File: src/source/backend_pkg.sv
// backend shared definitions
// width typedefs and load/store size codes for the memory and
// writeback stages of the rv32 back end.

`default_nettype none

package backend_pkg;

    // ##################################################
    // widths
    // ##################################################

    typedef logic [31:0] word_t;     // data word, pc or address.
    typedef logic [4:0]  reg_idx_t;  // integer register index.
    typedef logic [3:0]  csr_we_t;   // one-hot csr write enables.
    typedef logic [1:0]  csr_idx_t;  // csr read index.
    typedef logic [2:0]  mem_size_t; // funct3 size code.

    // ##################################################
    // load/store size codes, funct3 encoding
    // ##################################################

    localparam mem_size_t size_byte  = 3'd0;
    localparam mem_size_t size_half  = 3'd1;
    localparam mem_size_t size_word  = 3'd2;
    localparam mem_size_t size_byteu = 3'd4; // zero-extended byte.
    localparam mem_size_t size_halfu = 3'd5; // zero-extended half.

endpackage

`default_nettype wire

File: src/source/reg_file.sv
// integer register file
// 31 writable registers, x0 hardwired to zero, one write port
// and two combinational read ports.

`timescale 1ns/100ps
`default_nettype none

module reg_file import backend_pkg::*; (
    input  wire           clk,
    input  wire           rst_n,
    input  wire           we,
    input  wire reg_idx_t waddr,
    input  wire word_t    wdata,
    input  wire reg_idx_t raddr,
    output word_t         rdata,
    input  wire reg_idx_t dbg_raddr,
    output word_t         dbg_rdata
);

    word_t regs [1:31];

    function automatic word_t read_reg(input reg_idx_t idx);
        word_t val;
        val = '0;
        if (idx != '0) begin
            val = regs[idx];
        end
        return val;
    endfunction

    always_ff @(posedge clk) begin
        if (!rst_n) begin
            for (int i = 1; i < 32; i++) begin
                regs[i] <= '0;
            end
        end else if (we && waddr != '0) begin // x0 writes dropped.
            regs[waddr] <= wdata;
        end
    end

    always_comb begin
        rdata     = read_reg(raddr);     // no write bypass.
        dbg_rdata = read_reg(dbg_raddr);
    end

endmodule

`default_nettype wire

File: config.mk
export PLATFORM = sky130hd
export DESIGN_NAME = reg_file
export DESIGN_NICKNAME = d
export VERILOG_FILES = /design/src/source/backend_pkg.sv /design/src/source/reg_file.sv
export SDC_FILE = /design/constraint.sdc
export NUM_CORES = 2
export LEC_CHECK = 0
export BUFFER_PORTS_ARGS = -buffer_cell sky130_fd_sc_hd__buf_2
export CAP_MARGIN = 20
export CORE_MARGIN = 2
export CORE_UTILIZATION = 37
export DETAILED_ROUTE_END_ITERATION = 16
export PLACE_DENSITY = 0.63
export SETUP_SLACK_MARGIN = 0.5
export SLEW_MARGIN = 20
export SYNTH_ARGS = -nofsm -noshare
export SYNTH_HDL_FRONTEND = slang
export SYNTH_SLANG_ARGS = --single-unit
File: constraint.sdc
create_clock -name clk -period 7.5 [get_ports clk]
set_input_delay 1.125 -clock clk [delete_from_list [all_inputs] [get_ports clk]]
set_output_delay 1.125 -clock clk [all_outputs]
set_load 0.03 [all_outputs]
Word level (Yosys, flattened, before mapping). Memories as Yosys holds them, arrays and structs flattened. Cells that the tools add are included.

Multiplexer cells: 9. Reductions and logical operators: 5.

Operators with widths (count): two-way mux 32 bit (3); OR reduction 32 bit (1); nonzero test 5 bit (3); two-way mux 1 bit (5); two-way mux 5 bit (1); logical AND 1 bit (1).

Register bits after elaboration: 0. Memory bits (writable): 992. Output and inout port bits: 64. Memories: 1.

Memory list: regs (words 31, width 32, read ports 2, clocked after Yosys merged registers in 0, write ports 31, line reg_file.sv:20) `word_t regs [1:31];`.

Longest topological paths before layout.
Depth in word-level cells: 7. Gate-level depth with buffers: 9.

Worst setup path after synthesis. No wires, ideal clock.

Path type: input to register. Start point: input waddr[1]. End point: memory regs[20][0] (netlist name) (enable). Library setup time: 0.466 ns. Arrival: 4.069 ns. Data required time: 7.034 ns. Slack: 2.965 ns. Cell stages on the path: 3. Buffers on the path: 1. Path through: or3_1 clkbuf_1 o21ai_0.

RTL lines: start: declaration (line reg_file.sv:12) `input wire reg_idx_t waddr,`; end: declaration (line reg_file.sv:20).

Worst setup path after layout.
Start point: input raddr[2]. End point: output rdata[12].

Word-level cells in the longest chain between the ends: 2.

RTL lines: start: declaration (line reg_file.sv:14) `input wire reg_idx_t raddr,`; memory read (31 x 32 bit) / nonzero test 5 bit (equally long branches); two-way mux 32 bit (*) (line reg_file.sv:25) `if (idx != '0) begin`; end: declaration (line reg_file.sv:15) `output word_t rdata,`.

Mark *: on every way between the ends. The rest lies on a longest branch, timed or not.

==> summary.txt <==
Run status
  – Status: complete, no violations

Global routing
  – Largest net degree at the start of global routing: 95
  – First-pass GRT wire length: 254000 microns
  – Initial antenna violation count: 21
  – Total gr overflow: 0
  – Vias in the first global route: 34200
  – Total GRT Usage: 0.237

Drt
  – # DRC: 0
  – Routed Antenna Nets: 0
  – Avg WL per Cell: 32.6 microns
  – WL final: 180000 microns
  – Vias per inst: 6.15
  – Via count: 33900
  – First-pass detailed-route iteration total: 6
  – Initial DRC count: 4816

Finish
  – Fin nets: 3545
  – Max FFs per register: 1024
  – Largest registers: regs: 1024 flops
  – Largest register by flop count: regs
  – Multi-input logic area: 22300 sq um
  – Fillers: 13000
  – Share of layout cells above drive strength 1: 0.274
  – Register area: 30700 sq um
  – Post-route cell area: 60700 sq um
  – Area Growth Syn to Fin: 12.0%
  – Final core occ: 0.417

CTS
  – CTS root buf: clkbuf_16
  – PostCTS Resize Cnt: 0
  – CTS H-tree depth: 3
  – Setup bufs post-CTS: 0
  – TritonCTS Sinks: 1024
  – Clk buf depth: 3
  – CTS hold repair buffers: 0
  – CTS Buf Count: 107
  – Clk slew on worst S/H paths: 0.06 ns
  – TritonCTS clock tree: yes

Pwr
  – Lkg Pwr: 20.5 nW
  – Pwr/cell area: 230 nW/um^2
  – Maximum vdd ir drop: 0.000174 V

STA
  – Setup TNS: 0 ns
  – WHS: 0.908 ns
  – Max Freq: 177 MHz
  – Slew margin rel.: 0.211
  – Final Critical Period: 5.65 ns
  – Final hold vios: 0
  – Setup WS post-layout: 1.85 ns
  – RSZ-0062 raised after global routing: no
  – Slew Viols, Final: 0
  – Slew @ Worst Pin: 1.18 ns
  – Period utilisation layout: 0.753
  – # setup viols final: 0

Setup path
  – Crit path required time: 6.38 ns
  – Critical path class: in -> out
  – CP startpoint kind: input pin
  – Crit path DAT: 4.52 ns
  – Worst-path fanout max: 60
  – Critical Path Sink Type: output pin

Synthesis
  – Mapped cell area: 54200 sq um
  – Cells after Synth: 3507
  – Sequential fraction of the synthesis area: 0.567
  – Post-synth EDFFs: 1024
  – Top-area cell type share of the netlist area: 0.567
  – Synth Area per Inst: 15.5 sq um
  – YS warnings: 0
  – Async S/R FF share, synth: 0
  – Flops & latches, synth: 1024
  – Synth unique cells: 41
  – Yosys top cell by area: edfxtp_1
  – Ys flop type: edfxtp_1
  – Synth top area cells: edfxtp_1, mux4_2, and2_1, mux2i_1, clkbuf_1

Floorplanning
  – Die span in x: 387 microns
  – Die area: 150000 sq um
  – # IOs: 114
  – # rows: 140
  – Core ar.: 146000 sq um
  – Die Ht: 387 microns
  – Initial core utilization: 0.372

Place
  – Placed inst area: 57100 sq um
  – Placer congestion estimate: 0.853
  – PortBufs: 113
  – Detailed Place HPWL: 104000 microns
  – Place WS: 1.83 ns

Job
  – Max cap viols: 0

Min path
  – Hold Crit Class: in -> reg
critical path, stage by stage:
cell and delay (ns):
buf_6 0.52, nand3b_1 0.74, buf_4 0.49, o22ai_1 0.17, a2111oi_1 0.09, nor3_1 0.91, buf_2 0.35
logic make-up (layout without fill, tap and decap cells):
kind of cell           count (synthesis)  in the layout  share of synthesized area
buffers and inverters                389            440                     0.0333
other                                  1             39                  0.0000692
AND/OR/NAND/NOR                     1148           1148                      0.130
flip-flops                          1024           1024                      0.567
multiplexers                         654            654                      0.230
AO/OA/AOI/OAI                        291            291                     0.0398
cell usage in the layout (no fill, tap or decap), types with 51 or more instances in the layout:
cell type / instances
a22o_1: 51
and2_1: 995
buf_2: 105
buf_4: 116
clkbuf_16: 108
edfxtp_1: 1024
mux2i_1: 154
mux4_2: 470
nor3_1: 53
o22ai_1: 79
routing by layer:
| metal | wire (microns) | part of all wire | up-vias | GRT usage |
|---|---|---|---|---|
| met4 | 7290 | 0.041 | 20 | 0.0891 |
| li1 | - | - | 13600 | - |
| met2 | 80400 | 0.45 | 2145 | 0.357 |
| met1 | 71700 | 0.40 | 17700 | 0.333 |
| met3 | 20100 | 0.11 | 398 | 0.0563 |
| met5 | 139 | 0.00077 | - | 0 |
area by class of cell:
class,instances,area share
antenna,7,0.000289
multi-input combinational,2125,0.368
inverter,1,0.0000618
tap,1917,0.0395
clock buffer,122,0.0454
timing repair buffer,236,0.0274
sequential,1024,0.507
clock inverter,81,0.0127
final timing paths:
path	to	start	cells after the start	slack, ns
worst min-delay path	regs[0][21]	wdata[21]	1	0.91
worst max-delay path	rdata[12]	raddr[2]	7	1.85
where the power goes:
part	leakage (nW)	internal, mW	total [mW]	switching [mW]
clock	1.72	3.09	5.45	2.36
sequential	9.75	6.62	6.78	0.167
combinational	9.07	0.679	1.74	1.06
total	20.5	10.4	14.0	3.59
stage by stage:
| step | power (mW) | std cells |
|---|---|---|
| final | 14.0 | 5513 |
| after global routing | 14.3 | 5507 |
| after CTS | 14.0 | 5505 |
| after detailed placement | 8.61 | 5302 |
| after global placement | 8.59 | 5302 |
| after floorplan | 7.95 | 3538 |
cell usage after synthesis (4+ instances only):
library cell     n
buf_6           19
buf_4           39
o221ai_1        27
a22oi_1         18
nand2_1          8
clkbuf_1       275
nor2_1          35
a2111oi_0        8
nor2b_1         15
mux2_2          30
or3b_2           4
a2111oi_1       21
buf_1            9
a32o_1           4
buf_2           46
nor4_1           8
a22o_1          51
nand3b_1         5
mux4_2         470
a211oi_1        34
o22ai_1         79
a21oi_1         10
nor3_1          54
nand2b_1         6
o21ai_0         33
mux2i_1        154
nand3_1          5
and2_1         996
edfxtp_1      1024
Note: power is estimated with default switching activity, not from simulation.
