File: src/source/backend_pkg.sv
// backend shared definitions
// width typedefs and load/store size codes for the memory and
// writeback stages of the rv32 back end.

`default_nettype none

package backend_pkg;

    // ##################################################
    // widths
    // ##################################################

    typedef logic [31:0] word_t;     // data word, pc or address.
    typedef logic [4:0]  reg_idx_t;  // integer register index.
    typedef logic [3:0]  csr_we_t;   // one-hot csr write enables.
    typedef logic [1:0]  csr_idx_t;  // csr read index.
    typedef logic [2:0]  mem_size_t; // funct3 size code.

    // ##################################################
    // load/store size codes, funct3 encoding
    // ##################################################

    localparam mem_size_t size_byte  = 3'd0;
    localparam mem_size_t size_half  = 3'd1;
    localparam mem_size_t size_word  = 3'd2;
    localparam mem_size_t size_byteu = 3'd4; // zero-extended byte.
    localparam mem_size_t size_halfu = 3'd5; // zero-extended half.

endpackage

`default_nettype wire

File: src/source/csr_file.sv
// csr file
// four 32-bit control registers with one-hot write enables.
// a read of the register being written returns the new value.

`timescale 1ns/100ps
`default_nettype none

module csr_file import backend_pkg::*; (
    input  wire           clk,
    input  wire           rst_n,
    input  wire csr_we_t  wen,
    input  wire word_t    wdata,
    input  wire csr_idx_t raddr,
    output word_t         rdata
);

    word_t csr_q [4];

    // ##################################################
    // write
    // ##################################################

    always_ff @(posedge clk) begin
        if (!rst_n) begin
            for (int i = 0; i < 4; i++) begin
                csr_q[i] <= '0;
            end
        end else begin
            for (int i = 0; i < 4; i++) begin
                if (wen[i]) begin
                    csr_q[i] <= wdata;
                end
            end
        end
    end

    // ##################################################
    // read with bypass
    // ##################################################

    // write in wb belongs to the instruction just ahead of the reader.
    always_comb begin
        if (wen[raddr]) begin
            rdata = wdata;
        end else begin
            rdata = csr_q[raddr];
        end
    end

endmodule

`default_nettype wire

File: config.mk
export PLATFORM = sky130hd
export DESIGN_NAME = csr_file
export DESIGN_NICKNAME = d
export VERILOG_FILES = /design/src/source/backend_pkg.sv /design/src/source/csr_file.sv
export SDC_FILE = /design/constraint.sdc
export NUM_CORES = 1
export LEC_CHECK = 0
export BUFFER_PORTS_ARGS = -buffer_cell sky130_fd_sc_hd__buf_2
export CORE_ASPECT_RATIO = 1.1
export CORE_UTILIZATION = 39
export CTS_CLUSTER_SIZE = 28
export DETAILED_ROUTE_END_ITERATION = 16
export GPL_TIMING_DRIVEN = 0
export PLACE_DENSITY = 0.65
export REMOVE_ABC_BUFFERS = 1
export SETUP_SLACK_MARGIN = 0.1
export SLEW_MARGIN = 20
export SYNTH_ARGS = -nofsm -noshare
export SYNTH_HDL_FRONTEND = slang
export SYNTH_SLANG_ARGS = --single-unit
File: constraint.sdc
create_clock -name clk -period 3.25 [get_ports clk]
set_clock_uncertainty 0.1 [all_clocks]
set_input_delay 0.975 -clock clk [delete_from_list [all_inputs] [get_ports clk]]
set_output_delay 0.975 -clock clk [all_outputs]
set_load 0.1 [all_outputs]
==> Yosys cells after proc, flatten, opt, wreduce, memory -nomap -nowiden <==
Memories as Yosys holds them, arrays and structs flattened.
Index checks and enable logic that the tools add are counted.
W data, S select, Z words.
{ "op_classes": {"n_lt_le_gt_ge": 1, "n_mux": 20, "n_bitwise": 4} }
{ "op_table": {"columns": ["op", "count"], "rows": [
  ["$mux W32", 5],
  ["$mux W1", 14],
  ["$or A1 B1 Y1", 4],
  ["$lt A2 B3 Y1 const B", 1],
  ["$bmux W1 S2", 1]
]} }
{ "totals": {"regBits": 0, "ram_bits": 128, "input_bits": 40, "out_inout_bits": 32, "wordCells": 26, "mem_count": 1} }
{ "mem_list": {"columns": ["name", "words", "word_bits", "rd", "rd_ports_with_merged_regs", "wr", "line_no", "rtl"], "rows": [
  ["csr_q", 4, 32, 1, 0, 4, "csr_file.sv:17", "word_t csr_q [4];"]
]} }

==> Longest topological paths before layout <==
{ "logic_depth": {"ltp_word": 4, "ltp_mapped": 4, "ltp_nobuf": 2} }

==> Worst setup path before layout <==
Ideal clock, no wire load.
{ "synth_timing": {"path_kind": "input port to output port", "startpoint": "in raddr[0]", "endpoint": "out rdata[0]", "t_arrival_ps": 2299, "required_time_ps": 2175, "setup_slack_ps": -124, "cell_stages": 4, "n_path_buf": 2, "cell_sequence": "buf_6 > buf_2 > mux4_2 > mux2_4"} }
{ "synth_between": {"elab_chain_cells": 3, "elab_cells_between_ends": 4, "classes_between": "3 x mux; 1 x memory"} }
{ "synth_rtl": {"columns": ["element", "line_no", "rtl"], "rows": [
  ["start, declared", "csr_file.sv:13", "input wire csr_idx_t raddr,"],
  ["$bmux W1 S2", "csr_file.sv:43", "if (wen[raddr]) begin"],
  ["$mux W1 (not written as such)", "csr_file.sv:43", null],
  ["$mux W32 (*)", "csr_file.sv:43", null],
  ["end, declared", "csr_file.sv:14", "output word_t rdata"]
]} }
Every way passes the cells marked *; elsewhere a longest branch is shown, timed or not. The select of a mux whose other input is x is not followed.

==> Final worst setup path <==
{ "layout_timing": {"startpoint": "in raddr[0]", "endpoint": "out rdata[20]"} }
The elaborated chain is that of the path after synthesis.

==> qor.txt <==
# port buffers -> 71
Multi-input gate area -> 2080 µm²
Vias in the first global route -> 3826
Worst endpoint required time -> 2.17 ns
Antenna cells -> 0
Largest net degree at the start of global routing -> 109
Die area -> 16000 µm²
Async set-reset flop share out of synthesis -> 0%
TritonRoute pass-1 iters -> 5
RSZ-0062 raised after global routing -> yes
Synth Instances -> 362
Pleak -> 3.63 nW
Area growth syn-to-layout -> 35.3%
Worst Hold End -> csr_q[1][20]
Total core area -> 15100 µm²
Clk slew on worst S/H paths -> 0.06 ns
Total power -> 0.00500 W
Power density over the cells -> 611 nW/µm²
Detail Route Antenna Nets -> 0
Main synth FF type -> edfxtp_1
Hold_ws -> 0.788 ns
MaxCap Viol Count -> 0
Vias -> 3741
Yosys cell types -> 10
Crit start category -> input port
Failing checks -> negative setup slack
Area contributors post-synth -> edfxtp_1 63%, and3_1 13%, mux4_2 12%, mux2_4 7.4%, clkbuf_1 1.8%
Status -> complete, but fails checks
CTS Root Cell -> clkbuf_16
Slew Limit Headroom -> 55.9%
Worst-Margin Slew -> 0.662 ns
Hold depth -> 2
Peak VDD IR -> 0.000330 V
Final min period -> 3.57 ns
Endpoint kind of the worst setup timing path -> primary output
First-pass GRT wire length -> 22.8 mm
CP Class -> in2out
Die X-Extent -> 121 µm
Seq. cell area -> 3840 µm²
CTS Sinks -> 128
Gr usage total -> 20.1%
Die Height -> 133 µm
DRT iter0 DRCs -> 313
Final Hold Fails -> 0
WL final -> 15.1 mm
Mean post-synth cell area -> 16.7 µm²
FMAX -> 280 MHz
Count of final setup violators -> 32
CP max FO -> 7
Sw power -> 0.00141 W
Mapped cell area -> 6060 µm²
GRT overflow -> 0
CTS tree -> done
Vias per Instance -> 5.70
Comb pwr share -> 24.4%
Hold_sp -> wen[1]
Filler cell count -> 1156
Post-DP HPWL -> 6.87 mm
Synth top cells by count -> 128 x and3_1, 128 x edfxtp_1, 33 x mux4_2, 30 x mux2_4, 29 x clkbuf_1
Wire per inst -> 23.1 µm
Setup ws final -> -0.316 ns
Crit path DAT -> 2.49 ns
Initial antenna violation count -> 0
Routability cong. -> 0.652
Ports -> 72
Yosys top cell area share -> 63.4%
CTS Buf Count -> 17
Final period util -> 110%
Switching share of power -> 28.2%
Largest Register -> csr_q
Number of flip-flops under the largest register name -> 128
Synth warn -> 0
Tightest Hold Check Type -> in2reg
Sequential Power Share -> 39.8%
CTS Buffer Depth -> 2
Final Max Slew Viols -> 0
Register bit count reported by yosys -> 128
Seq/Total Area, Yosys -> 63.4%
Starting Density -> 40.1%
Final #Nets -> 487
Core Rows -> 47
Area leader, netlist -> edfxtp_1
# DRC -> 0
Int Pwr -> 0.00359 W
Clock share of power -> 35.8%
Design Area, Final -> 8190 µm²
Biggest regs -> csr_q x128
Proportion of layout cells with a drive suffix above 1 -> 43.3%
Placed cell area -> 6640 µm²
EDFF count, synth -> 128
H-tree Lvls -> 4
[power groups by stage]
stage          Combinational (W)  Sequential, W  Clock [W]
2_1_floorplan           0.000695        0.00201          0
3_3_place_gp            0.000890        0.00202          0
3_5_place_dp            0.000916        0.00203          0
4_1_cts                  0.00116        0.00199    0.00180
5_1_grt                  0.00126        0.00200    0.00188
6_report                 0.00122        0.00199    0.00179
[metal layers]
layer  global-route usage, %  vias up  part of all wire [%]
met2                    33.0      190                    51
met5                       0        -                     0
li1                        -     1638                     -
met1                    26.4     1890                    39
met4                    8.09        0                   1.6
met3                    3.62       23                   7.9
[per-stage QoR]
step	setup TNS, ns	setup slack (ns)	utilization [%]	instances
6_report	-8.54	-0.316	54.2	656
5_1_grt	-9.24	-0.332	54.2	656
4_1_cts	-7.23	-0.314	53.1	653
3_5_place_dp	-40.51	-1.34	43.9	597
3_3_place_gp	-209.79	-1.94	42.9	592
2_1_floorplan	-7.03	-0.349	-	325
[worst max-delay path by stage]
stage,start,endpoint,slack [ns],cells past startpoint
after floorplan,raddr[0],rdata[25],-0.35,2
after global placement,raddr[0],rdata[31],-1.94,4
after detailed placement,raddr[0],rdata[31],-1.34,4
after CTS,raddr[0],rdata[20],-0.31,5
after global routing,raddr[0],rdata[20],-0.33,5
final,raddr[0],rdata[20],-0.32,5
[logic make-up (layout without fill, tap and decap cells)]
family                 Yosys count  count (layout)  synth area share, %
and+or+nand+nor                132             132                 13.6
DFF                            128             128                 63.4
muxes                           65              66                 20.1
buffers and inverters           37             134                 2.85
[critical path, cell delays in order]
cell    delay (ns)
buf_16        0.10
mux4_4        0.72
buf_12        0.20
mux2_4        0.32
buf_12        0.17
[what timing repair did]
item,in CTS,in global routing
gates cloned,6,0
resized for setup,131,35
setup buffers,18,3
setup endpoints to repair,32,32
hold buffers,0,0
[cell type report]
type / count / share of cell area [%]
multi-input combinational: 198 / 25.4
clock buffer: 19 / 5.28
timing repair buffer: 102 / 17.9
sequential: 128 / 46.9
clock inverter: 13 / 1.48
tap: 196 / 2.99
[cell usage in the layout (no fill, tap or decap), drive strengths merged]
cell type and instances:
and3 128, edfxtp 128, buf 97, mux4 34, mux2 32, clkbuf 19, clkinv 7, bufbuf 5
nand2b 4, clkinvlp 4, bufinv 2
No activity file was read; power rests on OpenSTA's default activity.
