--- src/source/backend_pkg.sv ---
// backend shared definitions
// width typedefs and load/store size codes for the memory and
// writeback stages of the rv32 back end.

`default_nettype none

package backend_pkg;

    // ##################################################
    // widths
    // ##################################################

    typedef logic [31:0] word_t;     // data word, pc or address.
    typedef logic [4:0]  reg_idx_t;  // integer register index.
    typedef logic [3:0]  csr_we_t;   // one-hot csr write enables.
    typedef logic [1:0]  csr_idx_t;  // csr read index.
    typedef logic [2:0]  mem_size_t; // funct3 size code.

    // ##################################################
    // load/store size codes, funct3 encoding
    // ##################################################

    localparam mem_size_t size_byte  = 3'd0;
    localparam mem_size_t size_half  = 3'd1;
    localparam mem_size_t size_word  = 3'd2;
    localparam mem_size_t size_byteu = 3'd4; // zero-extended byte.
    localparam mem_size_t size_halfu = 3'd5; // zero-extended half.

endpackage

`default_nettype wire

--- src/source/mem_stage.sv ---
// memory stage
// ex/mem register, store lane alignment and load extraction on the
// data ram, plus the csr read request for the instruction in flight.

`timescale 1ns/100ps
`default_nettype none

module mem_stage import backend_pkg::*; #(
    parameter int ram_words = 256
) (
    input  wire            clk,
    input  wire            rst_n,

    input  wire word_t     ex_result,
    input  wire word_t     store_data,
    input  wire word_t     pc,
    input  wire reg_idx_t  rd,
    input  wire            r_wen,
    input  wire            mem_ren,
    input  wire            mem_wen,
    input  wire            jump_flag,
    input  wire            branch_flag,
    input  wire mem_size_t mem_size,
    input  wire csr_idx_t  csr_idx,
    input  wire csr_we_t   csr_wen,

    output word_t          ram_addr,
    output logic [3:0]     ram_we,
    output word_t          ram_wdata,
    input  wire word_t     ram_rdata,

    output csr_idx_t       csr_raddr,
    input  wire word_t     csr_rdata,

    output word_t          mem_rdata,
    output word_t          ex_result_q,
    output word_t          csrs,
    output word_t          pc_q,
    output reg_idx_t       rd_q,
    output csr_we_t        csr_wen_q,
    output logic           r_wen_q,
    output logic           mem_ren_q,
    output logic           jump_flag_q,
    output logic           branch_flag_q
);

    localparam word_t addr_mask = word_t'(ram_words - 1);

    word_t      store_data_q;
    mem_size_t  mem_size_q;
    csr_idx_t   csr_idx_q;
    logic       mem_wen_q;
    logic [1:0] byte_off;
    logic [7:0] ld_byte;
    logic [15:0] ld_half;

    // ##################################################
    // ex/mem register
    // ##################################################

    always_ff @(posedge clk) begin
        if (!rst_n) begin
            ex_result_q   <= '0;
            store_data_q  <= '0;
            pc_q          <= '0;
            rd_q          <= '0;
            mem_size_q    <= size_byte;
            csr_idx_q     <= '0;
            csr_wen_q     <= '0;
            r_wen_q       <= 1'b0;
            mem_ren_q     <= 1'b0;
            mem_wen_q     <= 1'b0;
            jump_flag_q   <= 1'b0;
            branch_flag_q <= 1'b0;
        end else begin
            ex_result_q   <= ex_result;
            store_data_q  <= store_data;
            pc_q          <= pc;
            rd_q          <= rd;
            mem_size_q    <= mem_size;
            csr_idx_q     <= csr_idx;
            csr_wen_q     <= csr_wen;
            r_wen_q       <= r_wen;
            mem_ren_q     <= mem_ren;
            mem_wen_q     <= mem_wen;
            jump_flag_q   <= jump_flag;
            branch_flag_q <= branch_flag;
        end
    end

    assign byte_off = ex_result_q[1:0];
    assign ram_addr = (ex_result_q >> 2) & addr_mask; // byte to word address.

    // ##################################################
    // store alignment
    // ##################################################

    always_comb begin
        ram_we    = 4'b1111;
        ram_wdata = store_data_q;
        case (mem_size_q[1:0]) // unsigned codes share the store width.
            size_byte[1:0]: begin
                ram_we    = 4'b0001 << byte_off;
                ram_wdata = {4{store_data_q[7:0]}};
            end
            size_half[1:0]: begin
                ram_we    = byte_off[1] ? 4'b1100 : 4'b0011;
                ram_wdata = {2{store_data_q[15:0]}};
            end
            default: ;
        endcase
        if (!mem_wen_q) begin
            ram_we = 4'b0000;
        end
    end

    // ##################################################
    // load extraction
    // ##################################################

    always_comb begin
        case (byte_off)
            2'd0:    ld_byte = ram_rdata[7:0];
            2'd1:    ld_byte = ram_rdata[15:8];
            2'd2:    ld_byte = ram_rdata[23:16];
            default: ld_byte = ram_rdata[31:24];
        endcase
    end

    assign ld_half = byte_off[1] ? ram_rdata[31:16] : ram_rdata[15:0];

    always_comb begin
        case (mem_size_q)
            size_byte:  mem_rdata = {{24{ld_byte[7]}}, ld_byte};
            size_half:  mem_rdata = {{16{ld_half[15]}}, ld_half};
            size_byteu: mem_rdata = {24'd0, ld_byte};
            size_halfu: mem_rdata = {16'd0, ld_half};
            default:    mem_rdata = ram_rdata; // word.
        endcase
    end

    assign csr_raddr = csr_idx_q;
    assign csrs      = csr_rdata; // old csr value, bypassed in csr_file.

endmodule

`default_nettype wire

--- config.mk ---
export PLATFORM = sky130hd
export DESIGN_NAME = mem_stage
export DESIGN_NICKNAME = d
export VERILOG_FILES = /design/src/source/backend_pkg.sv /design/src/source/mem_stage.sv
export SDC_FILE = /design/constraint.sdc
export NUM_CORES = 1
export LEC_CHECK = 0
export ABC_AREA = 1
export BUFFER_PORTS_ARGS = -buffer_cell sky130_fd_sc_hd__buf_2
export CAP_MARGIN = 20
export CORE_AREA = 2 2 153 155
export CTS_CLUSTER_SIZE = 40
export DETAILED_ROUTE_END_ITERATION = 10
export DIE_AREA = 0 0 155 157
export GPL_TIMING_DRIVEN = 0
export PLACE_DENSITY = 0.6
export REMOVE_ABC_BUFFERS = 1
export SLEW_MARGIN = 20
export SYNTH_ARGS = -nofsm -noshare
export SYNTH_HDL_FRONTEND = slang
export SYNTH_SLANG_ARGS = --single-unit
--- constraint.sdc ---
create_clock -name clk -period 1.5 [get_ports clk]
set_input_delay 0.075 -clock clk [delete_from_list [all_inputs] [get_ports clk]]
set_output_delay 0.075 -clock clk [all_outputs]
set_load 0.1 [all_outputs]
Word-level counts from Yosys, hierarchy flattened
Index checks and enable logic that the tools add are counted.
Cells by class
  eq/ne operators: 6
  shifts and indexed selects: 1
  mux-type cells: 7
  reduce and logical (&&, ||, !) cells: 3
Operators with widths (number)
  $pmux 32 s4: 1
  $pmux 32 s2: 1
  $pmux 8 s3: 1
  $mux 16: 1
  $mux 4: 2
  $pmux 4 s2: 1
  $eq 3x3->1 const B: 2
  $eq 2x1->1 const B: 2
  $logic_not 2->1: 2
  $shl 1x2->4 const A: 1
  $eq 3x1->1 const B: 1
  $logic_not 3->1: 1
  $eq 2x2->1 const B: 1
Word-level totals
  bits in registers: 115
  output and inout bits: 211
  word-level logic and storage cells: 29

Depth between registers and ports, before layout
  word-level depth: 3
  gate-level depth with buffers: 7
  gate-level depth less buffers: 6

Worst setup path before layout
No wires, ideal clock.
  kind: register -> output
  start: register ex_result_q[1]
  end: output mem_rdata[0]
  arrival time: 3084 ps
  required time: 1425 ps
  path slack: -1659 ps
  stages on the path, launching flop included: 7
  cell sequence: dfxtp_1 -> buf_4 -> buf_2 -> nand2_1 -> nand2_1 -> nand2_1 -> a21oi_1
Between the ends
  cells in the longest elaborated chain, start to end: 3
  elaborated cells between the ends (all ways): 6
  classes of those cells: eq/ne: 2; mux: 3; reduce/logical: 1
RTL lines
  start: declaration: line mem_stage.sv:36  | output word_t ex_result_q,
  start signal: assignment: line mem_stage.sv:76  | ex_result_q <= ex_result;
  $eq 2x2->1 (tied with other cells): line mem_stage.sv:122  | case (byte_off)
  $pmux 8 s3: line mem_stage.sv:122
  $pmux 32 s4 (*): line mem_stage.sv:133  | case (mem_size_q)
  end: declaration: line mem_stage.sv:35  | output word_t mem_rdata,
Every way passes the cells marked *; elsewhere a longest branch is shown, timed or not.

Final worst setup path
  start: register mem_size_q[1]
  end: output mem_rdata[17]
Between the ends
  cells in the longest elaborated chain, start to end: 2
  elaborated cells between the ends (all ways): 5
  classes of those cells: eq/ne: 3; mux: 1; reduce/logical: 1
RTL lines
  start: declaration: line mem_stage.sv:50  | mem_size_t mem_size_q;
  start signal: assignment: line mem_stage.sv:67  | mem_size_q <= size_byte;
  start signal: assignment: line mem_stage.sv:80  | mem_size_q <= mem_size;
  $eq 3x3->1 (tied with other cells): line mem_stage.sv:133
  $pmux 32 s4 (*): line mem_stage.sv:133
Marks and branches as above.

==> out/qor.csv <==
metric,value,unit
syn_inst,667,
cp.arrival,1940,ps
post-route-util,44.2,%
critPathKind,flip-flop to primary output,
seq_power_share,27.4,%
die_area,24300,um2
switchingPower,5.08,mW
antenna_found_initial,0,
met1_length,7.84,mm
fillers,1996,
track_usage,17.5,%
dp_slack,-988,ps
io_buffers,303,
p_comb_share,39.5,%
ys_seq_area_share,47.4,%
ant_nets,0,
vias,5783,
drive_above_1_share,45.7,%
layout.cells.non_filler,1377,
start_util,21.6,%
wire_per_inst,16.5,um
yosysUniqueCellTypes,24,
crit_chain,"buf_12, nor2_4, inv_4, nor2_4, buf_12, nand3_4, nand3_2, buf_12",
finalPower,12.0,mW
fin_crit,2020,ps
rsz0062_at_grt,yes,
fin_crit_sh,135,%
grt_pass1_vias,5865,
grt_pass1_wl,31.9,mm
p_int,6.97,mW
hold_class,input pin to flip-flop,
design_area,9950,um2
drt-pass1-iter-count,7,
rows,55,
swShare,42.1,%
drc_errors,0,
vias_per_cell,4.20,
power_frac_clock,33.1,%
synth_top_area_cell,dfxtp_1,
fmax,496,MHz
critPathRequiredTime,1420,ps
post-place-cells,1180,
leakage,5.59,nW
wl_met2,11.4,mm
status,finished with violations,
power.density,1210,nW/um2
die_x,155,um
finalHoldViolations,0,
drt_iter0_markers,313,
die_h,157,um
cap_violations,0,
startpoint,mem_size_q[1]$_SDFF_PN0_,
place_area,6170,um2
cpPeakStageDelay,360,ps
synth_area_leaders,"dfxtp_1, nand2_1, buf_4, inv_1, nand3_1",
synth_area_per_cell,7.28,um2
peakVddDrop,0.000684,V
cp_common_cell,buf_12,
finalSetupViolations,60,
ios,392,
slew_violations,0,
grt_max_degree,76,
start_kind,flip-flop,
diodes,0,
critPathCaptureType,primary output,
cts_buffers,17,
worst_slew_pin_slew,523,ps
crit_buf_inv,4,
wl_met3,2.51,mm
syn_to_final_growth,105,%
drt-total-wl,22.7,mm
setup_slack,-518,ps
synth_edf_count,0,
finalWeightedCongestion,0.792,
clock_sink_count,115,
slowest_stage,dfxtp_4,
ys_warn_count,0,
yosys_most_used_dff,dfxtp_1,
cts_root_buffer,clkbuf_16,
synth_seq_cells,115,
dp_hpwl,12.2,mm
critPathTopFamily,simple AND/OR/NAND/NOR gates,
path_clk_slew,70,ps
cts_tree,done,
final_nets,1260,
holdWs,105,ps
crit_fanout,6,
clk_path_buf_depth,2,
synth_top_area_share,47.4,%
htree_levels,4,
setup_tns,-21880,ps
core-area,22500,um2
path_depth,8,
dr.max_layer_used,met5,
overflow,0,
async_flop_share,0,%
violations,setup timing,
relSlewSlack,65.4,%
syn_area,4860,um2
endpoint,mem_rdata[17],
tightest hold or removal path, cell delays in order:
cell and delay [ps]:
buf_4 250, nand2_1 110, inv_1 30
cells in the final DEF (no fill, tap or decap), types with 4 or more instances in the layout:
master	synthesis	layout
buf_6	4	24
a21oi_2	1	8
clkinvlp_4	0	4
buf_2	10	241
buf_12	0	57
buf_4	74	17
nor2_4	2	10
conb_1	1	24
o211ai_1	5	5
nand3_2	2	11
dfxtp_1	115	111
nand2_4	1	7
a21oi_1	18	8
inv_1	128	127
nand2_2	0	37
clkbuf_16	0	18
o21ai_2	0	4
nand2_1	233	190
nand3_1	30	5
nor2_1	14	4
buf_8	0	8
nand3_4	1	20
dlygate4sd3_1	0	115
inv_6	0	6
how the worst min path moves through the flow:
stage,from,end,slack (ps),cells past startpoint
floorplan,csr_rdata[0],csrs[0],150,0
global placement,csr_rdata[12],csrs[12],150,0
detailed placement,csr_rdata[12],csrs[12],150,0
CTS,rst_n,store_data_q[16]$_SDFF_PN0_,90,3
global route,rst_n,store_data_q[16]$_SDFF_PN0_,130,3
finish,rst_n,store_data_q[16]$_SDFF_PN0_,100,3
power by group through the flow:
stage                     clock network (mW)  registers (mW)  logic, mW
after floorplan                            0            4.35       1.78
after global placement                     0            3.37       3.42
after detailed placement                   0            3.36       3.45
after CTS                               4.11            3.29       4.45
after global routing                    4.25            3.31       4.91
final                                   3.99            3.30       4.76
cells by family (layout without fill, tap and decap cells):
kind of cell	after synthesis	after routing	synth area share (%)
other cells	1	24	0.0772
simple gates	285	289	23.9
compound gates	34	34	4.10
flops	115	115	47.4
buf+inv	232	630	24.5
routing by layer:
metal	vias to the layer above	global-route usage, %
li1	2678	-
met1	2595	17.5
met2	420	30.7
met3	88	7.68
met4	2	8.73
met5	-	1.86
synth_stat cells (2+ instances only):
| cell | n |
|---|---|
| nor2_1 | 14 |
| nand3_2 | 2 |
| a22oi_1 | 2 |
| o211ai_1 | 5 |
| nand2_1 | 233 |
| clkbuf_1 | 12 |
| dfxtp_1 | 115 |
| buf_4 | 74 |
| inv_2 | 4 |
| a21oi_1 | 18 |
| inv_1 | 128 |
| buf_6 | 4 |
| nand3_1 | 30 |
| nor2_4 | 2 |
| o21ai_0 | 6 |
| buf_2 | 10 |
flip-flops by register name, summed over array words and instances, names as in the netlist:
register       flops
rd_q               5
r_wen_q            1
mem_ren_q          1
jump_flag_q        1
store_data_q      32
csr_wen_q          4
mem_wen_q          1
csr_raddr          2
branch_flag_q      1
mem_size_q         3
pc_q              32
ex_result_q       32
final cells by class:
| class | count | area (um2) | area share (%) |
|---|---|---|---|
| timing repair inverter | 1 | 7.51 | 0.0755 |
| inverter | 132 | 524 | 5.27 |
| timing repair buffer | 465 | 4100 | 41.2 |
| sequential | 115 | 2310 | 23.3 |
| multi-input combinational | 347 | 2070 | 20.8 |
| clock buffer | 18 | 439 | 4.42 |
| tap | 285 | 357 | 3.58 |
| clock inverter | 14 | 140 | 1.41 |
what timing repair did:
action | in CTS | in global routing
resized for setup | 306 | 113
cloned | 6 | 1
setup endpoints to repair | 61 | 60
buffers inserted | 29 | 19
pin swaps | 18 | 20
hold endpoints to repair | 115 | 0
hold buffers | 115 | 0
Note: power is estimated with default switching activity, not from simulation.
