$ cat src/source/backend_pkg.sv
// backend shared definitions
// width typedefs and load/store size codes for the memory and
// writeback stages of the rv32 back end.

`default_nettype none

package backend_pkg;

    // ##################################################
    // widths
    // ##################################################

    typedef logic [31:0] word_t;     // data word, pc or address.
    typedef logic [4:0]  reg_idx_t;  // integer register index.
    typedef logic [3:0]  csr_we_t;   // one-hot csr write enables.
    typedef logic [1:0]  csr_idx_t;  // csr read index.
    typedef logic [2:0]  mem_size_t; // funct3 size code.

    // ##################################################
    // load/store size codes, funct3 encoding
    // ##################################################

    localparam mem_size_t size_byte  = 3'd0;
    localparam mem_size_t size_half  = 3'd1;
    localparam mem_size_t size_word  = 3'd2;
    localparam mem_size_t size_byteu = 3'd4; // zero-extended byte.
    localparam mem_size_t size_halfu = 3'd5; // zero-extended half.

endpackage

`default_nettype wire

$ cat src/source/wb_unit.sv
// writeback unit
// mem/wb register and selection of the value written to rd,
// plus the retire record and the new csr value.

`timescale 1ns/100ps
`default_nettype none

module wb_unit import backend_pkg::*; (
    input  wire           clk,
    input  wire           rst_n,

    input  wire word_t    mem_rdata,
    input  wire word_t    ex_result,
    input  wire word_t    csrs,
    input  wire word_t    pc,
    input  wire reg_idx_t rd,
    input  wire csr_we_t  csr_wen,
    input  wire           r_wen,
    input  wire           mem_ren,
    input  wire           jump_flag,
    input  wire           branch_flag,

    output word_t         pc_next,
    output word_t         csrd,
    output word_t         rd_value,
    output reg_idx_t      rd_next,
    output csr_we_t       csr_wen_next,
    output logic          r_wen_next,
    output logic          branch_flag_next
);

    word_t mem_rdata_q;
    word_t ex_result_q;
    word_t csrs_q;
    logic  mem_ren_q;
    logic  jump_flag_q;

    always_ff @(posedge clk) begin
        if (!rst_n) begin
            mem_rdata_q      <= '0;
            ex_result_q      <= '0;
            csrs_q           <= '0;
            pc_next          <= '0;
            rd_next          <= '0;
            csr_wen_next     <= '0;
            r_wen_next       <= 1'b0;
            mem_ren_q        <= 1'b0;
            jump_flag_q      <= 1'b0;
            branch_flag_next <= 1'b0;
        end else begin
            mem_rdata_q      <= mem_rdata;
            ex_result_q      <= ex_result;
            csrs_q           <= csrs;
            pc_next          <= pc;
            rd_next          <= rd;
            csr_wen_next     <= csr_wen;
            r_wen_next       <= r_wen;
            mem_ren_q        <= mem_ren;
            jump_flag_q      <= jump_flag;
            branch_flag_next <= branch_flag;
        end
    end

    // link address, then load, then old csr, then alu result.
    assign rd_value = jump_flag_q        ? pc_next + 32'd4 :
                      mem_ren_q          ? mem_rdata_q :
                      (csr_wen_next != '0) ? csrs_q :
                                           ex_result_q;

    assign csrd = ex_result_q; // new csr value.

endmodule

`default_nettype wire

$ cat config.mk
export PLATFORM = sky130hd
export DESIGN_NAME = wb_unit
export DESIGN_NICKNAME = d
export VERILOG_FILES = /design/src/source/backend_pkg.sv /design/src/source/wb_unit.sv
export SDC_FILE = /design/constraint.sdc
export NUM_CORES = 1
export LEC_CHECK = 0
export BUFFER_PORTS_ARGS = -buffer_cell sky130_fd_sc_hd__buf_2
export CORE_MARGIN = 1.5
export CORE_UTILIZATION = 47
export DETAILED_ROUTE_END_ITERATION = 7
export HOLD_SLACK_MARGIN = 0.06
export PLACE_DENSITY = 0.8
export SETUP_SLACK_MARGIN = 0.15
export SYNTH_ARGS = -nofsm -noshare
export SYNTH_HDL_FRONTEND = slang
export SYNTH_SLANG_ARGS = --single-unit
export TNS_END_PERCENT = 1
$ cat constraint.sdc
create_clock -name clk -period 2.5 [get_ports clk]
set_input_delay 0.25 -clock clk [delete_from_list [all_inputs] [get_ports clk]]
set_output_delay 0.25 -clock clk [all_outputs]
set_load 0.005 [all_outputs]
# [Yosys cells after proc, flatten, opt, wreduce, memory -nomap -nowiden]
# Cells that the tools add are included.
[totals] register_bits=141 latch_bits=0 mem_bits_rw=0 mem_bits_ro=0 inputBits=143 output_inout_bits=107 elab_cells=15 n_memories=0
[op_classes] addsub=1 mul=0 div=0 magnitude_cmp=0 n_eq_ne=0 n_shift=0 mux=3 bitwise=0 n_reduce_logical=1
[op_table] cell="$mux W32" n=3
[op_table] cell="$add A32 B3 Y32 const B" n=1
[op_table] cell="$reduce_bool A4 Y1" n=1

# [Logic depth before layout (Yosys ltp)]
# Gate-level depths: netlist of the first run.
[logic_depth] word_depth=4 depth_mapped=6 mapped_depth_nobuf=5

# [Worst setup path after synthesis of the first run]
# Ideal clock, no wire load.
[synth_timing] path_kind="register to output" startpoint="reg pc_next[4]" endpoint="out rd_value[28]" arrival_time_ps=1833 required_ps=2250 slack_ps=417 path_stages_with_launch=5 path_buffers=0 cell_sequence="dfxtp_1 > nand3_4 > or4_4 > or4_1 > a31oi_1"
[synth_between] elab_chain_len=2
[synth_lines] item="start, declared" line="wb_unit.sv:23" rtl="output word_t pc_next,"
[synth_lines] item="start signal, assigned" line="wb_unit.sv:54" rtl="pc_next <= pc;"
[synth_lines] item="$add A32 B3 Y32" line="wb_unit.sv:65" rtl="assign rd_value = jump_flag_q ? pc_next + 32'd4 :"
[synth_lines] item="$mux W32" line="wb_unit.sv:65"
[synth_lines] item="end, declared" line="wb_unit.sv:25" rtl="output word_t rd_value,"
# Every way passes these cells.

# [Final worst setup path of the first run]
[layout_timing] startpoint="reg csr_wen_next[2]" endpoint="out rd_value[25]"
[layout_between] elab_chain_len=4
[layout_lines] item="start, declared" line="wb_unit.sv:27" rtl="output csr_we_t csr_wen_next,"
[layout_lines] item="start signal, assigned" line="wb_unit.sv:56" rtl="csr_wen_next <= csr_wen;"
[layout_lines] item="$reduce_bool A4 Y1" line="wb_unit.sv:67" rtl="(csr_wen_next != '0) ? csrs_q :"
[layout_lines] item="$mux W32" line="wb_unit.sv:67"
[layout_lines] item="$mux W32" line="wb_unit.sv:66" rtl="mem_ren_q ? mem_rdata_q :"
[layout_lines] item="$mux W32" line="wb_unit.sv:65"
# Every way passes these cells.

==> out/results.env, run 1 <==
FINAL_ANTENNA_NET_COUNT=0
YOSYSWARNINGS=0
CLOCK_ROOT_BUFFER='sky130_fd_sc_hd__clkbuf_16'
LAYOUT_COMMON_CELLS='sky130_fd_sc_hd__buf_2 (249), sky130_fd_sc_hd__and2_1 (142), sky130_fd_sc_hd__dlygate4sd3_1 (135)'
DESIGN.FINAL.NETS=1113
DETAIL_ROUTE.WL_PER_CELL_UM=18.1
PORTBUFFERS=249
CTS_TREE='done'
PLACED_CELLS_INCL_TAPS=934
CTSLONGESTPATHBUFFERS=2
CORE_AREA_MM2=0.0114
MAXSLEWVIOLCOUNT=0
LAYOUT-AREA-OVERHEAD-VS-SYNTH_PCT=67.7
DRT_PASS1_ITERATIONS=5
FLOORPLAN.INITIALDENSITY_PCT=48.2
STATUS='finished, final reports clean'
ANTENNA_FOUND_INITIAL=1
SYN_INST=562
SYNTH.AVG_CELL_AREA_UM2=9.80
TIGHTEST_SLEW_NS=0.566
NETLIST_AREA_MM2=0.00551
DRC=0
SYNTH_TOP_AREA_CELL='sky130_fd_sc_hd__dfxtp_1'
DRT_ITER0_DRC=568
VIAS=5967
CRITICAL_PATH.MAX_FANOUT=6
CLOCK_SINKS=141
INTERNAL-POWER_mW=4.23
CTS_MAX_LEVEL=4
POWER_FRAC_SEQ_PCT=43.9
ASYNC_FLOP_SHARE_PCT=0
FINALWORSTSETUPSLACK_NS=0.00246
SETUP.WORST_PATH.CLASS='reg -> out'
POWER.SHARE.SWITCHING_PCT=24.5
SETUP.WORST_PATH.START='csr_wen_next[2]'
IO-PIN-COUNT=250
TIMING.FINAL.HOLD_VIOLATIONS=0
CLKPWRFRAC_PCT=40.3
MAPPEDNETLISTNETS=706
FINAL.SETUP.TNS_NS=0
POWER_FRAC_COMB_PCT=15.9
RSZ_0062_RAISED_AFTER_GLOBAL_ROUTING='yes'
LEAKAGEPOWER_nW=4.21
WIRE_LENGTH_OF_THE_FIRST_GLOBAL_ROUTING_PASS_UM=31300
POWER_SWITCHING_mW=1.37
WORST_SETUP_PATH_START_KIND='register'
WHS_ENDPOINT='csrs_q[6]'
NUMBER_OF_GLOBAL_ROUTE_VIAS_BEFORE_REPAIR=6175
NATURE_OF_THE_CRITICAL_PATH_ENDPOINT='output pin'
POWER_DENSITY_mW_PER_MM2=607
WORST_HOLD_PATH.NUM_CELLS=2
SEQ_AREA_FRAC_SYNTH_PCT=51.3
PERIOD_MINUS_SLACK_NS=2.50
GR-USAGE-ALL-LAYERS_PCT=32.3
SYNTH-EDFF-COUNT=0
FLOORPLAN.DIE_AREA_MM2=0.0124
SEQUENTIAL_CELL_AREA_MM2=0.00289
FINAL_MIN_PERIOD_OVER_CLOCK_PERIOD_PCT=99.9
WORST-ENDPOINT-REQUIRED_NS=2.25
YS_SEQ_ELEMENTS=141
MAX-VDD-IR-DROP_mV=0.548
FILLER_CELLS_INSERTED=662
DP_WORST_SETUP_SLACK_NS=0.129
HEIGHT_OF_THE_CHIP_UM=111
GLOBALROUTEOVERFLOWTOTAL=0
SETUP_VIOL_COUNT_FINAL=0
ROUTED_WL_UM=20400
DIE_W_UM=111
YOSYS_MOST_USED_DFF='sky130_fd_sc_hd__dfxtp_1'
TIMING.HOLD.WORST.CLASS='in -> reg'
FINALNONFILLERCELLS=1126
PLACE_CONGESTION=0.879
SLEW-LIMIT-HEADROOM_PCT=62.3
SYNTHDISTINCTLIBCELLS=39
SYNTH_TOP_CELLS_BY_AREA='sky130_fd_sc_hd__dfxtp_1 (51%), sky130_fd_sc_hd__and2_1 (16%), sky130_fd_sc_hd__mux2i_1 (4.0%)'
TRITONCTS.NUM_BUFFERS=17
DETAILEDPLACEMENTHPWL_UM=12000
MIN_FROM='csrs[6]'
MAX_CAP_VIOLATIONS=0
MOSTFREQUENTLAYOUTCELL='sky130_fd_sc_hd__buf_2'
MAX_FREQ_MHz=400
CRIT_ARRIVAL_NS=2.25
WORST_SETUP_HOLD_PATH_CLK_SLEW_NS=0.06
SHARE_OF_CELLS_ABOVE_DRIVE_STRENGTH_1_PCT=38.3
FINISH.UTILIZATION_PCT=80.8
MULTIINPUTGATEAREA_MM2=0.00267
YOSYS.AREA.TOP_TYPE_SHARE_PCT=51.3
DRT-VIAS-PER-INSTANCE=5.30
ROWS=39
GRT_MAX_DEGREE=60
layer usage:
layer / up-vias / GRT usage [%] / wire length [µm]
met5: - / 0 / 0
met4: 0 / 17.4 / 808
met3: 63 / 7.44 / 1540
met2: 354 / 59.3 / 10600
met1: 2790 / 34.1 / 7390
li1: 2760 / - / -
metrics by stage:
step / area (µm²) / hold slack (ns) / power [mW]
2_1_floorplan: 5510 / 0.372 / 2.78
3_3_place_gp: 6930 / 0.452 / 3.10
3_5_place_dp: 6930 / 0.457 / 3.12
4_1_cts: 9070 / 0.0602 / 5.52
5_1_grt: 9230 / 0.0667 / 5.78
6_report: 9230 / 0.0681 / 5.60
flip-flops by register name, indices dropped and copies added (netlist names):
register	count
csrd	32
csrs_q	32
mem_rdata_q	32
pc_next	32
rd_next	5
csr_wen_next	4
branch_flag_next	1
jump_flag_q	1
mem_ren_q	1
r_wen_next	1
final cells by class:
| type | count | area share (%) |
|---|---|---|
| diodes | 1 | 0.0271 |
| clock buffers | 26 | 5.30 |
| well taps | 143 | 1.94 |
| repair buffers | 421 | 31.9 |
| flip-flops and latches | 141 | 31.3 |
| clock inverters | 6 | 0.393 |
| inverters | 7 | 0.285 |
| multi-input cells | 381 | 28.9 |
worst max-delay path: stages, from the launching register on:
cell and delay (ns):
sky130_fd_sc_hd__dfxtp_4 0.37, sky130_fd_sc_hd__nor4_4 0.31, sky130_fd_sc_hd__buf_6 0.19, sky130_fd_sc_hd__buf_4 0.12
sky130_fd_sc_hd__buf_4 0.15, sky130_fd_sc_hd__mux2i_1 0.29, sky130_fd_sc_hd__o211a_1 0.21, sky130_fd_sc_hd__a31oi_2 0.05
sky130_fd_sc_hd__buf_2 0.15
kinds of logic (layout without fill, tap and decap cells):
kind of cell               Yosys count  count (layout)  share of synthesized area (%)
other                                0               1                              0
DFF                                141             141                           51.3
xor gates and xnor gates            11              11                           1.75
muxes                               31              31                           5.84
and+or+nand+nor                    257             257                           27.4
buffers and inverters               40             460                           2.80
AOI/OAI and AO/OA                   81              81                           10.8
adders and majority gates            1               1                          0.227
synthesized netlist by cell type (2+ instances only):
library cell                 n
sky130_fd_sc_hd__nand2b_1    4
sky130_fd_sc_hd__xnor2_1     7
sky130_fd_sc_hd__nor4_1      5
sky130_fd_sc_hd__a31o_2      2
sky130_fd_sc_hd__mux2i_1    22
sky130_fd_sc_hd__o41ai_1     2
sky130_fd_sc_hd__and3_1      7
sky130_fd_sc_hd__or4_1      13
sky130_fd_sc_hd__o21ai_0     9
sky130_fd_sc_hd__dfxtp_1   141
sky130_fd_sc_hd__buf_2       3
sky130_fd_sc_hd__a31oi_1    14
sky130_fd_sc_hd__and2_1    144
sky130_fd_sc_hd__nand4_1     8
sky130_fd_sc_hd__inv_1       6
sky130_fd_sc_hd__xor2_1      4
sky130_fd_sc_hd__nand3_1    16
sky130_fd_sc_hd__o31ai_1     8
sky130_fd_sc_hd__o211a_1    17
sky130_fd_sc_hd__mux2_2      9
sky130_fd_sc_hd__nand2_1    41
sky130_fd_sc_hd__clkbuf_1   29
sky130_fd_sc_hd__nor2_1      4
sky130_fd_sc_hd__o211ai_1    8
sky130_fd_sc_hd__o21a_1      2
sky130_fd_sc_hd__o31a_1      3
sky130_fd_sc_hd__a21oi_1    13
sky130_fd_sc_hd__nor3_1      5
sky130_fd_sc_hd__or3_1       6
repair_timing:
action | in CTS | in global routing
resized for setup | 41 | 37
hold buffers | 134 | 1
pin swaps | 10 | 6
endpoints found under the hold margin | 134 | 1
buffers inserted | 18 | 5
gates cloned | 1 | 0
endpoints found under the setup margin | 32 | 32
power groups by stage:
stage	sequential, mW	clock, mW	combinational (mW)
final	2.46	2.26	0.889
after global routing	2.47	2.37	0.949
after global placement	2.49	0	0.609
after CTS	2.45	2.25	0.826
after detailed placement	2.50	0	0.617
after floorplan	2.48	0	0.295
worst max path at each step:
| stage | end | slack [ns] | depth (start not counted) |
|---|---|---|---|
| floorplan | rd_value[28] | 0.42 | 4 |
| global placement | rd_value[30] | 0.27 | 5 |
| detailed placement | rd_value[24] | 0.13 | 5 |
| CTS | rd_value[25] | 0.05 | 5 |
| global route | rd_value[28] | -0.05 | 6 |
| finish | rd_value[25] | 0.002 | 8 |
Note: power is estimated with default switching activity, not from simulation.
==> inputs of run 2 (changes only) <==
--- a/config.mk
+++ b/config.mk
@@ -11,6 +11,7 @@
 export DETAILED_ROUTE_END_ITERATION = 7
 export HOLD_SLACK_MARGIN = 0.06
 export PLACE_DENSITY = 0.8
+export REMOVE_ABC_BUFFERS = 1
 export SETUP_SLACK_MARGIN = 0.15
 export SYNTH_ARGS = -nofsm -noshare
 export SYNTH_HDL_FRONTEND = slang
==> out/results.env, run 2 (same netlist as run 1, synthesis figures left out) <==
DETAILEDPLACEMENTHPWL_UM=10800  # was 12000 µm
WIRE_LENGTH_OF_THE_FIRST_GLOBAL_ROUTING_PASS_UM=31100  # was 31300 µm
MAXSLEWVIOLCOUNT=0  # unchanged
SHARE_OF_CELLS_ABOVE_DRIVE_STRENGTH_1_PCT=37.3  # was 38.3%
TIMING.HOLD.WORST.CLASS='in -> reg'  # unchanged
ANTENNA_FOUND_INITIAL=0  # was 1
CTS_TREE='done'  # unchanged
DETAIL_ROUTE.WL_PER_CELL_UM=18.0  # was 18.1 µm
FLOORPLAN.DIE_AREA_MM2=0.0124  # unchanged
CRIT_ARRIVAL_NS=2.25  # about the same
WORST_SETUP_PATH_START_KIND='register'  # unchanged
CLOCK_SINKS=141  # unchanged
TIGHTEST_SLEW_NS=0.573  # was 0.566 ns
LAYOUT_COMMON_CELLS='sky130_fd_sc_hd__buf_2 (249), sky130_fd_sc_hd__and2_1 (143), sky130_fd_sc_hd__dlygate4sd3_1 (140)'  # was sky130_fd_sc_hd__buf_2 (249), sky130_fd_sc_hd__and2_1 (142), sky130_fd_sc_hd__dlygate4sd3_1 (135)
DESIGN.FINAL.NETS=1101  # was 1113
SEQUENTIAL_CELL_AREA_MM2=0.00289  # about the same
RSZ_0062_RAISED_AFTER_GLOBAL_ROUTING='yes'  # unchanged
POWER_FRAC_COMB_PCT=14.0  # was 15.9%
DRC=0  # unchanged
DPL_CELL_AREA_MM2=0.00690  # was 0.00693 mm²
CTSLONGESTPATHBUFFERS=2  # unchanged
DRT_PASS1_ITERATIONS=4  # was 5
MAX-VDD-IR-DROP_mV=0.615  # was 0.548 mV
FILLER_CELLS_INSERTED=654  # was 662
WORST_SETUP_HOLD_PATH_CLK_SLEW_NS=0.06  # about the same
ROUTED_WL_UM=20100  # was 20400 µm
POWER_SWITCHING_mW=1.39  # was 1.37 mW
POWER_FRAC_SEQ_PCT=40.1  # was 43.9%
FINALWORSTSETUPSLACK_NS=-0.000203  # was 0.00246 ns
MOSTFREQUENTLAYOUTCELL='sky130_fd_sc_hd__buf_2'  # unchanged
PLACE_CONGESTION=0.805  # was 0.879
ROWS=39  # unchanged
FINAL_ANTENNA_NET_COUNT=0  # unchanged
TIMING.FINAL.HOLD_VIOLATIONS=0  # unchanged
DIE_W_UM=111  # unchanged
FINAL_MIN_PERIOD_OVER_CLOCK_PERIOD_PCT=100  # was 99.9%
CLKPWRFRAC_PCT=46.0  # was 40.3%
VIAS=5803  # was 5967
CORE_AREA_MM2=0.0114  # unchanged
DRT_ITER0_DRC=272  # was 568
NATURE_OF_THE_CRITICAL_PATH_ENDPOINT='output pin'  # unchanged
POST-ROUTE-CELL-AREA_MM2=0.00927  # was 0.00923 mm²
GRT_MAX_DEGREE=142  # was 60
HEIGHT_OF_THE_CHIP_UM=111  # unchanged
STATUS='finished with violations'  # was finished, final reports clean
GLOBALROUTEOVERFLOWTOTAL=0  # unchanged
NUMBER_OF_GLOBAL_ROUTE_VIAS_BEFORE_REPAIR=6179  # was 6175
CLOCK_ROOT_BUFFER='sky130_fd_sc_hd__clkbuf_16'  # unchanged
SLEW-LIMIT-HEADROOM_PCT=61.8  # was 62.3%
POWER.SHARE.SWITCHING_PCT=22.6  # was 24.5%
LEAKAGEPOWER_nW=4.19  # was 4.21 nW
GR-USAGE-ALL-LAYERS_PCT=32.1  # was 32.3%
CRITICAL_PATH.MAX_FANOUT=7  # was 6
CTS_MAX_LEVEL=4  # unchanged
DP_WORST_SETUP_SLACK_NS=0.215  # was 0.129 ns
WORST-ENDPOINT-REQUIRED_NS=2.25  # about the same
SETUP_VIOL_COUNT_FINAL=1  # was 0
PERIOD_MINUS_SLACK_NS=2.50  # about the same
IO-PIN-COUNT=250  # unchanged
MAX_CAP_VIOLATIONS=0  # unchanged
POWER_DENSITY_mW_PER_MM2=661  # was 607 mW/mm²
INSERTEDDIODECOUNT=0  # was 1
MULTIINPUTGATEAREA_MM2=0.00266  # was 0.00267 mm²
DRT-VIAS-PER-INSTANCE=5.22  # was 5.30
INTERNAL-POWER_mW=4.74  # was 4.23 mW
TRITONCTS.NUM_BUFFERS=17  # unchanged
MAX_FREQ_MHz=400  # about the same
PORTBUFFERS=249  # unchanged
FAILING_CHECKS='setup timing'
SETUP.WORST_PATH.CLASS='reg -> out'  # unchanged
LAYOUT-AREA-OVERHEAD-VS-SYNTH_PCT=68.4  # was 67.7%
FLOORPLAN.INITIALDENSITY_PCT=48.2  # unchanged
run 2: changes by cell type in the layout (fill, tap and decap cells not counted), sizes merged, moves of 3 or more:
| cell | previous run | this run |
|---|---|---|
| bufinv | 0 | 5 |
| clkinv | 6 | 3 |
| clkbuf | 26 | 22 |
| dlygate4sd3 | 135 | 140 |
| buf | 286 | 268 |
run 2: power groups by stage:
stage	Sequential, mW	Combinational (mW)	Clock (mW)
global route	2.47	0.918	2.94
detailed placement	2.49	0.601	0
finish	2.45	0.855	2.82
CTS	2.45	0.807	2.83
floorplan	2.50	0.265	0
global placement	2.48	0.592	0
run 2: final timing paths:
| kind | startpoint | end | slack, ns | cells past startpoint |
|---|---|---|---|---|
| min | ex_result[26] | csrd[26] | 0.08 | 2 |
| max | pc_next[17] | rd_value[23] | -0.0002 | 5 |
run 2: final cells by class:
| type | count | share of cell area [%] |
|---|---|---|
| Multi-Input combinational cell | 381 | 28.7 |
| Inverter | 7 | 0.283 |
| Clock buffer | 21 | 5.18 |
| Sequential cell | 141 | 31.1 |
| Timing Repair Buffer | 409 | 30.8 |
| Clock inverter | 10 | 1.98 |
| Tap cell | 143 | 1.93 |
run 2: critical path, stage by stage (launching register included):
cell,delay (ns)
sky130_fd_sc_hd__dfxtp_4,0.37
sky130_fd_sc_hd__nand4_1,0.16
sky130_fd_sc_hd__or4_4,0.53
sky130_fd_sc_hd__or4_1,0.42
sky130_fd_sc_hd__a31oi_1,0.21
sky130_fd_sc_hd__buf_2,0.15
run 2: layer usage:
layer	global-route usage (%)	vias to the layer above	part of all wire (%)	wire, µm
li1	-	2736	-	-
met1	34.8	2738	38	7540
met2	58.2	273	53	10500
met3	8.86	56	6.5	1310
met4	14.2	0	3.4	673
met5	0	-	0	0
run 2: repair_timing:
action / in CTS / in global routing
hold endpoints to repair: 140 / 0
hold buffers: 140 / 0
buffers inserted: 10 / 0
gates cloned: 2 / 0
pin swaps: 12 / 7
resized for setup: 40 / 37
setup endpoints to repair: 26 / 32
run 2: per-stage QoR:
| stage | hold WS [ns] | TNS (ns) | power [mW] | instances | utilization (%) |
|---|---|---|---|---|---|
| CTS | 0.0715 | 0 | 6.08 | 1112 | 80.3 |
| floorplan | 0.372 | -80.77 | 2.76 | 529 | - |
| global placement | 0.454 | 0 | 3.07 | 929 | 60.4 |
| finish | 0.0813 | -0.000203 | 6.12 | 1112 | 81.2 |
| detailed placement | 0.458 | 0 | 3.09 | 929 | 60.4 |
| global route | 0.0684 | -0.470 | 6.32 | 1112 | 81.2 |
